[config.mk]
export PLATFORM = sky130hd
export DESIGN_NAME = loadStoreUnit
export DESIGN_NICKNAME = d
export VERILOG_FILES = /design/src/lsuPkg.sv /design/src/loadStoreUnit.sv /design/src/laneAlign.sv
export SDC_FILE = /design/constraint.sdc
export NUM_CORES = 1
export LEC_CHECK = 0
export BUFFER_PORTS_ARGS = -buffer_cell sky130_fd_sc_hd__buf_2
export CAP_MARGIN = 40
export CORE_UTILIZATION = 32
export CTS_BUF_LIST = sky130_fd_sc_hd__clkbuf_4 sky130_fd_sc_hd__clkbuf_8
export CTS_CLUSTER_DIAMETER = 150
export DETAILED_ROUTE_END_ITERATION = 7
export PLACE_DENSITY = 0.53
export SLEW_MARGIN = 30
export SYNTH_ARGS = -nofsm -noshare
export SYNTH_HDL_FRONTEND = slang
export SYNTH_HIERARCHICAL = 1
export SYNTH_SLANG_ARGS = --single-unit
[constraint.sdc]
create_clock -name clk -period 21.6 [get_ports clk]
set_input_delay 3.24 -clock clk [delete_from_list [all_inputs] [get_ports clk]]
set_output_delay 3.24 -clock clk [all_outputs]
set_load 0.05 [all_outputs]
[src/lsuPkg.sv]
package lsuPkg;

    ////////////////////////////////////////////////////////////////////////////
    // Data memory and address map
    ////////////////////////////////////////////////////////////////////////////

    localparam int ramWords = 256;
    localparam int ramIndexLsb = 2;
    localparam int ramIndexWidth = $clog2(ramWords);

    // kseg0 is cached and kseg1 uncached, both map to the low 512 MB
    localparam logic [31:0] kseg0Base = 32'h8000_0000;
    localparam logic [31:0] kseg1Base = 32'hA000_0000;
    localparam logic [31:0] segSize = 32'h2000_0000;

    ////////////////////////////////////////////////////////////////////////////
    // Micro-op and exception encodings
    ////////////////////////////////////////////////////////////////////////////

    typedef enum logic [3:0] {
        LB,
        LH,
        LBU,
        LHU,
        LW,
        SB,
        SH,
        SW,
        SWL,
        SWR,
        OTHER
    } lsuOp;

    // Cause codes as in the CP0 Cause register
    typedef enum logic [4:0] {
        ExcAddressErrL = 5'h04,
        ExcAddressErrS = 5'h05
    } excCode;

    ////////////////////////////////////////////////////////////////////////////
    // Bundles
    ////////////////////////////////////////////////////////////////////////////

    typedef struct packed {
        logic        valid;
        lsuOp        op;
        logic [5:0]  id;
        logic [15:0] imm;
        logic [6:0]  dstPAddr;
    } lsuUop;

    typedef struct packed {
        logic [31:0] rs0Data;
        logic [31:0] rs1Data;
    } prfRead;

    typedef struct packed {
        logic        wen;
        logic [6:0]  rd;
        logic [31:0] wdata;
    } prfWrite;

    typedef struct packed {
        logic        setFinish;
        logic [5:0]  id;
        logic        setException;
        excCode      exceptionType;
        logic [31:0] badVAddr;
    } robFinish;

    // Request and response channels of the data memory
    typedef struct packed {
        logic        valid;
        logic        writeEn;
        logic [31:0] addr;
        logic [31:0] data;
        logic [3:0]  strobe;
    } memReq;

    typedef struct packed {
        logic        valid;
        logic [31:0] data;
    } memResp;

endpackage
[src/loadStoreUnit.sv]
module loadStoreUnit (
    input  logic             clk,
    input  logic             rst,
    input  logic             flush,
    input  logic             fireStore,
    input  lsuPkg::lsuUop    uop,
    input  lsuPkg::prfRead   operands,
    output logic             busy,
    output lsuPkg::prfWrite  wb,
    output lsuPkg::robFinish finish,
    output lsuPkg::memReq    req,
    output logic             respReady,
    input  logic             reqReady,
    input  lsuPkg::memResp   resp
);

    typedef enum logic [2:0] {
        Idle,
        Exception,
        LoadReq,
        LoadResp,
        SaveBlock,
        SaveFire,
        Recover,
        Reset
    } lsuState;

    lsuState        state;
    lsuState        nextState;
    lsuPkg::lsuUop  curUop;
    lsuPkg::prfRead curOps;
    lsuPkg::lsuUop  heldUop;
    lsuPkg::prfRead heldOps;
    logic           holdStore;
    logic           excRetired;
    logic [31:0]    vAddr;
    logic [31:0]    pAddr;
    logic           isLoad;
    logic           isStore;
    logic           misaligned;
    logic           loadDone;
    logic [3:0]     storeStrobe;
    logic [31:0]    storeData;
    logic [31:0]    loadValue;

    ////////////////////////////////////////////////////////////////////////////
    // Decode and address
    ////////////////////////////////////////////////////////////////////////////

    assign curUop = holdStore ? heldUop : uop;
    assign curOps = holdStore ? heldOps : operands;

    assign vAddr = curOps.rs0Data + {{16{curUop.imm[15]}}, curUop.imm};

    assign isLoad = curUop.valid && curUop.op inside {lsuPkg::LB, lsuPkg::LH, lsuPkg::LBU,
                                                       lsuPkg::LHU, lsuPkg::LW};
    // SWL and SWR pass through the store path with an empty strobe
    assign isStore = curUop.valid && curUop.op inside {lsuPkg::SB, lsuPkg::SH, lsuPkg::SW,
                                                        lsuPkg::SWL, lsuPkg::SWR};

    always_comb begin
        misaligned = 1'b0;
        if (curUop.valid) begin
            case (curUop.op)
                lsuPkg::LW, lsuPkg::SW:              misaligned = |vAddr[1:0];
                lsuPkg::LH, lsuPkg::LHU, lsuPkg::SH: misaligned = vAddr[0];
                default:                             misaligned = 1'b0;
            endcase
        end
    end

    // Unmapped segments only, no TLB
    always_comb begin
        if (vAddr >= lsuPkg::kseg0Base && vAddr < lsuPkg::kseg0Base + lsuPkg::segSize) begin
            pAddr = vAddr - lsuPkg::kseg0Base;
        end else if (vAddr >= lsuPkg::kseg1Base && vAddr < lsuPkg::kseg1Base + lsuPkg::segSize) begin
            pAddr = vAddr - lsuPkg::kseg1Base;
        end else begin
            pAddr = vAddr;
        end
    end

    laneAlign laneAlign_inst (
        .op(curUop.op),
        .addrLow(vAddr[1:0]),
        .storeData(curOps.rs1Data),
        .loadWord(resp.data),
        .strobe(storeStrobe),
        .placedData(storeData),
        .loadValue(loadValue)
    );

    assign loadDone = resp.valid && !flush;

    ////////////////////////////////////////////////////////////////////////////
    // State machine
    ////////////////////////////////////////////////////////////////////////////

    always_ff @(posedge clk) begin
        if (rst) begin
            state <= Reset;
            excRetired <= 1'b0;
        end else begin
            state <= nextState;
            // Faulting uop is still on the issue port for one more cycle
            excRetired <= (state == Exception);
        end
    end

    always_comb begin
        nextState = state;
        case (state)
            Idle: begin
                if (flush) begin
                    nextState = Reset;
                end else if (excRetired) begin
                    nextState = Idle;
                end else if (misaligned) begin
                    nextState = Exception;
                end else if (isLoad) begin
                    nextState = LoadReq;
                end else if (isStore) begin
                    nextState = SaveBlock;
                end
            end
            Exception: nextState = flush ? Reset : Idle;
            LoadReq: begin
                if (flush) begin
                    nextState = Reset;
                end else if (reqReady) begin
                    nextState = LoadResp;
                end
            end
            LoadResp: begin
                if (flush) begin
                    nextState = Recover;
                end else if (resp.valid) begin
                    nextState = Idle;
                end
            end
            SaveBlock: begin
                if (flush) begin
                    nextState = Reset;
                end else if (fireStore) begin
                    nextState = SaveFire;
                end
            end
            // A fired store is past commit and always finishes
            SaveFire: nextState = reqReady ? Idle : SaveFire;
            Recover:  nextState = resp.valid ? Idle : Recover;
            Reset:    nextState = flush ? Reset : Idle;
            default:  nextState = Reset;
        endcase
    end

    // Keep the store alive when the issue side is flushed under it
    always_ff @(posedge clk) begin
        if (rst) begin
            holdStore <= 1'b0;
        end else if (state == SaveFire && reqReady) begin
            holdStore <= 1'b0;
        end else if (state == SaveFire && flush) begin
            holdStore <= 1'b1;
        end
    end

    always_ff @(posedge clk) begin
        if (state == SaveFire && flush && !holdStore) begin
            heldUop <= uop;
            heldOps <= operands;
        end
    end

    ////////////////////////////////////////////////////////////////////////////
    // Outputs
    ////////////////////////////////////////////////////////////////////////////

    always_comb begin
        busy = 1'b0;
        respReady = 1'b0;
        req.valid = 1'b0;
        req.writeEn = 1'b0;
        req.addr = pAddr;
        req.data = storeData;
        req.strobe = storeStrobe;
        finish.setFinish = 1'b0;
        finish.id = curUop.id;
        finish.setException = 1'b0;
        finish.exceptionType = lsuPkg::ExcAddressErrL;
        finish.badVAddr = vAddr;
        wb.wen = 1'b0;
        wb.rd = curUop.dstPAddr;
        wb.wdata = loadValue;
        case (state)
            Idle: begin
                busy = !excRetired && (isLoad || isStore);
                // Stores finish early, memory is written after commit
                finish.setFinish = !excRetired && isStore && !misaligned;
            end
            Exception: begin
                busy = 1'b1;
                finish.setFinish = 1'b1;
                finish.setException = 1'b1;
                finish.exceptionType = isLoad ? lsuPkg::ExcAddressErrL : lsuPkg::ExcAddressErrS;
            end
            LoadReq: begin
                busy = 1'b1;
                req.valid = !flush;
                req.addr = {pAddr[31:2], 2'b00};
            end
            LoadResp: begin
                // On flush the response is left for Recover to drain
                respReady = !flush;
                busy = !loadDone;
                finish.setFinish = loadDone;
                wb.wen = loadDone;
            end
            SaveBlock: begin
                busy = 1'b1;
            end
            SaveFire: begin
                busy = !reqReady;
                req.valid = 1'b1;
                req.writeEn = 1'b1;
            end
            Recover: begin
                respReady = 1'b1;
                busy = !resp.valid;
            end
            default: begin
                busy = 1'b0;
            end
        endcase
    end

endmodule

[src/laneAlign.sv]
module laneAlign (
    input  lsuPkg::lsuOp op,
    input  logic [1:0]   addrLow,
    input  logic [31:0]  storeData,
    input  logic [31:0]  loadWord,
    output logic [3:0]   strobe,
    output logic [31:0]  placedData,
    output logic [31:0]  loadValue
);

    logic [7:0]  loadByte;
    logic [15:0] loadHalf;

    // Little-endian lane select
    assign loadByte = loadWord[{addrLow, 3'b000} +: 8];
    assign loadHalf = addrLow[1] ? loadWord[31:16] : loadWord[15:0];

    // Store data moves up to its lane
    always_comb begin
        strobe = 4'b0000;
        placedData = storeData;
        case (op)
            lsuPkg::SB: begin
                strobe = 4'b0001 << addrLow;
                placedData = storeData << {addrLow, 3'b000};
            end
            lsuPkg::SH: begin
                strobe = addrLow[1] ? 4'b1100 : 4'b0011;
                placedData = addrLow[1] ? {storeData[15:0], 16'h0000} : storeData;
            end
            lsuPkg::SW: begin
                strobe = 4'b1111;
            end
            default: begin
                strobe = 4'b0000;
            end
        endcase
    end

    // Load data moves down and gets extended
    always_comb begin
        case (op)
            lsuPkg::LB:  loadValue = {{24{loadByte[7]}}, loadByte};
            lsuPkg::LH:  loadValue = {{16{loadHalf[15]}}, loadHalf};
            lsuPkg::LBU: loadValue = {24'h00_0000, loadByte};
            lsuPkg::LHU: loadValue = {16'h0000, loadHalf};
            default:     loadValue = loadWord;
        endcase
    end

endmodule

* Word level (Yosys, flattened, before mapping)
Cells that the tools add are included.
** Storage, ports and cells
- Register bits :: 103
- Input port bits :: 136
- Output and inout bits :: 157
** Cells by class
- Add/subtract/negate cells :: 3
- $lt $le $gt $ge :: 4
- Equality and inequality tests :: 20
- Shifts and indexed selects :: 3
- Mux-type cells :: 36
- Reduce and logical (&&, ||, !) cells :: 30
** Operators by type and width (number)
- $pmux 32 s4 :: 1
- $mux 32 :: 3
- $ge 32x32->1 const B :: 2
- $lt 32x32->1 const B :: 2
- $mux 64 :: 1
- $pmux 32 s2 :: 1
- $sub 32x32->32 const B :: 2
- $mux 3 :: 14
- $mux 34 :: 1
- $add 32x32->32 :: 1
- $shiftx 32x6->8 :: 1
- $shl 32x5->32 :: 1
- $pmux 3 s7 :: 1
- $eq 4x3->1 const B :: 4
- $mux 16 :: 1
- $eq 3x3->1 const B :: 4
- $pmux 4 s3 :: 1
- $logic_and 1x1->1 :: 11
- $reduce_bool 5->1 :: 2
- $ne 3x3->1 const B :: 3
- $eq 4x2->1 const B :: 2
- $eq 4x4->1 const B :: 2
- $reduce_or 2->1 :: 4
- $logic_not 1->1 :: 7
- other kinds (17) :: 24

* Logic depth before layout (Yosys ltp)
- Depth in word-level cells :: 10
- Mapped depth :: 17
- Gate-level depth less buffers :: 14

* Modules after synthesis
The synthesis kept the hierarchy.
** Modules (own cells, without submodules)
- loadStoreUnit :: times used 1, cells each 594, area an instance 6802.8 sq um, seq. area each 3042.9 sq um
- laneAlign :: times used 1, cells each 203, area an instance 1346.3 sq um, seq. area each 0.0 sq um

* Worst setup path before layout
No wires, ideal clock.
- Kind :: input to register
- From :: in flush
- To :: reg heldOps[0] (netlist name) (enable)
- Data arrival time :: 12824 ps
- Required time :: 20805 ps
- Setup slack :: 7981 ps
- Cell stages on the path :: 3
- Cell sequence :: clkbuf_1 inv_1 nor4_1
** On the way
- Word-level cells in the longest chain between the ends :: 2
** RTL lines
- start: declaration :: line loadStoreUnit.sv:4 : input logic flush,
- $logic_and 1x1->1 (2 in series) :: line loadStoreUnit.sv:168 : if (state == SaveFire && flush && !holdStore) begin
- end signal: assignment :: line loadStoreUnit.sv:170 : heldOps <= operands;
- end: declaration :: line loadStoreUnit.sv:33 : lsuPkg::prfRead heldOps;
No other way between the ends.
A chain may end at the register's enable or synchronous reset.

==> metrics.md <==
| Metric | Value |
|---|---|
| Cell Chain, Critical Path | `buf_2, mux2_2, ha_1, fa_1, a21o_1, nand4_1, a211oi_1, o21ai_0, nand3_1, a21oi_1, xor2_1, ha_1, nand2_1, mux2_1, a21boi_1, buf_2` |
| Initial Util | `32.5%` |
| DP Worst Slack | `11.52 ns` |
| Postcts setup bufs | `0` |
| Final period util | `46.9%` |
| Pre-Repair DR Iteration Count | `5` |
| Seq cells post-synth | `103` |
| Power per Cell Area | `111 mW/mm^2` |
| Ports | `293` |
| DIE WIDTH | `162 um` |
| Rows | `58` |
| Synth area leaders | `edfxtp_1 (36%), mux2_2 (15%), ha_1 (5.1%), buf_4 (4.3%), nand2_1 (3.2%)` |
| CTS Hold Bufs | `0` |
| Clock transition at path regs | `0.10 ns` |
| First-pass GRT wire length | `35600 um` |
| Worst-skew pair later-pin latency | `0.40 ns` |
| Startpoint Class | `primary input` |
| Static Leak | `4.18 nW` |
| Gpl congestion | `0.825` |
| Fin. Hold Viols | `0` |
| Synth Instances | `797` |
| RSZ-0062 raised after global routing | `false` |
| Fmax achieved | `98.8 MHz` |
| Top-area cell type share of the netlist area | `36.1%` |
| Final setup violation count | `0` |
| EDFF count, synth | `98` |
| Crit path capture type | `primary output` |
| Crit path DAT | `6.88 ns` |
| Drc violations | `0` |
| Worst vdd ir | `0.0000972 V` |
| CTS H-Tree Depth | `3` |
| Max-cap violation count | `0` |
| Maximum number of pins on one net before global-route repair | `54` |
| Via count | `6925` |
| Gr ovfl total | `0` |
| Number of gates resized after CTS | `0` |
| Sequential element share of the synthesized area | `37.3%` |
| Core ar. | `0.0251 sq mm` |
| CTS buffer count | `9` |
| WHS | `0.729 ns` |
| Synth Warn # | `6` |
| Register area | `0.00305 sq mm` |
| Die ar. | `0.0261 sq mm` |
| Worst Tran Pin Value | `0.772 ns` |
| Ys async rst share | `0%` |
| Crit path required time | `18.36 ns` |
| Area Overhead vs Synth | `19.0%` |
| Core Util, Final | `38.6%` |
| DRT Wirelength | `23100 um` |
| Dpl hpwl | `17500 um` |
| I/O Buffers | `288` |
| Routed Antenna Nets | `0` |
| Synth cell types | `74` |
| Commonest non-fill, non-tap cell in the layout | `buf_2` |
| Number of global-route vias before repair | `6596` |
| Top FF cell, synth | `edfxtp_1` |
| Synth area leader | `edfxtp_1` |
| Status | `completed` |
| Clock Skews | `0.0221 ns` |
| CP max FO | `6` |
| Crit-path slowest cell | `fa_1` |
| Final nets | `1183` |
| Footprint of the multi-input gates | `0.00448 sq mm` |
| Most frequent cells in the layout | `buf_2 (288), mux2_2 (107), edfxtp_1 (98)` |
| Relative slew margins | `48.6%` |
| Filler cell count | `2570` |
| Wire per inst | `17.1 um` |
| Min setup slack post-route | `11.48 ns` |
| Via-to-Cell Ratio | `5.14` |
| Min cycle time layout | `10.12 ns` |
| Synthesized area | `0.00815 sq mm` |
| GRT Overall Usage | `17.2%` |
| TritonCTS clock tree | `built` |
| Final Slew Violations | `0` |
| Delay of the slowest critical-path stage | `0.48 ns` |
| Kind of cell with the highest combined delay on the critical path | `adder cells` |
| Diode count | `0` |
| CP bufs+invs | `2` |
| CTS max path bufs | `2` |
| Syn avg cell area | `10.2 sq um` |
| Post-route setup TNS | `0 ns` |
| CTS Sinks | `103` |
| Critical path class | `primary input to primary output` |
| HP Class | `flip-flop to flip-flop` |
| CTS root buf | `clkbuf_8` |
| Ratio of cells with drive above 1 in the final layout | `43.2%` |
| Die extent in y | `162 um` |
| DRT iter0 DRCs | `334` |
| Initial antenna violation count | `0` |
where the power goes:
group          internal (mW)  total (mW)  switching, mW
Clock                 0.0448       0.126         0.0814
Sequential             0.240       0.253         0.0130
Combinational          0.183       0.700          0.518
Total                  0.467        1.08          0.612
registers in the layout (all words and copies together) (netlist names):
| name | flops |
|---|---|
| heldUop | 34 |
| state | 3 |
| heldOps | 64 |
| holdStore | 1 |
| excRetired | 1 |
logic make-up after synthesis:
logic type	count (synthesis)	share of synthesized area (%)
other cells	2	0.0922
simple gates	201	12.3
flops	103	37.3
fa+ha+maj	34	5.31
compound gates	198	17.5
xor+xnor	28	3.24
buf+inv	112	7.92
mux	119	16.3
cell usage after synthesis, drive strengths merged, types with 9 or more instances:
| master | count |
|---|---|
| a211oi | 9 |
| a21o | 25 |
| a21oi | 50 |
| a221o | 19 |
| a22o | 15 |
| a22oi | 9 |
| and2 | 18 |
| buf | 61 |
| clkbuf | 31 |
| edfxtp | 98 |
| ha | 33 |
| inv | 19 |
| mux2 | 112 |
| nand2 | 69 |
| nand3 | 25 |
| nand4 | 10 |
| nor2 | 37 |
| o21ai | 23 |
| o22ai | 9 |
| xnor2 | 14 |
| xor2 | 14 |
tightest hold or removal path: cells and delay by family, from the launching register on:
kind	cells	cell delay, ns
AND/OR/NAND/NOR	2	0.19
AO/OA/AOI/OAI	1	0.11
flip-flops	1	0.42
path summary, 6_finish.rpt:
path | from | endpoint | slack, ns | depth (start not counted)
setup / recovery | operands[32] | req[67] | 11.48 | 16
hold / removal | state[0] | state[1] | 0.73 | 3
setup reg to reg | holdStore | state[1] | 17.27 | 10
hold reg to reg | state[0] | state[1] | 0.73 | 3
per-stage QoR:
stage | power, mW | area [sq um] | instances
global route | 1.14 | 9700 | 1348
detailed placement | 0.959 | 9510 | 1332
floorplan | 0.849 | 8160 | 799
CTS | 1.09 | 9700 | 1348
global placement | 0.960 | 9500 | 1331
finish | 1.08 | 9700 | 1348
routing by layer:
layer,GRT usage [%],share of wire [%],vias up
met5,0,0,-
met4,3.82,1.0,0
met3,3.08,5.7,17
met2,30.6,49,242
met1,21.6,44,3275
li1,-,-,3391
area by class of cell:
type                       count  share of cell area [%]
clock buffer                   9                    1.28
clock inverter                 7                   0.645
inverter                      20                   0.774
multi-input combinational    584                    46.2
sequential                   103                    31.4
tap                          330                    4.26
timing repair buffer         295                    15.4
Power figures use the tool's default switching activity.
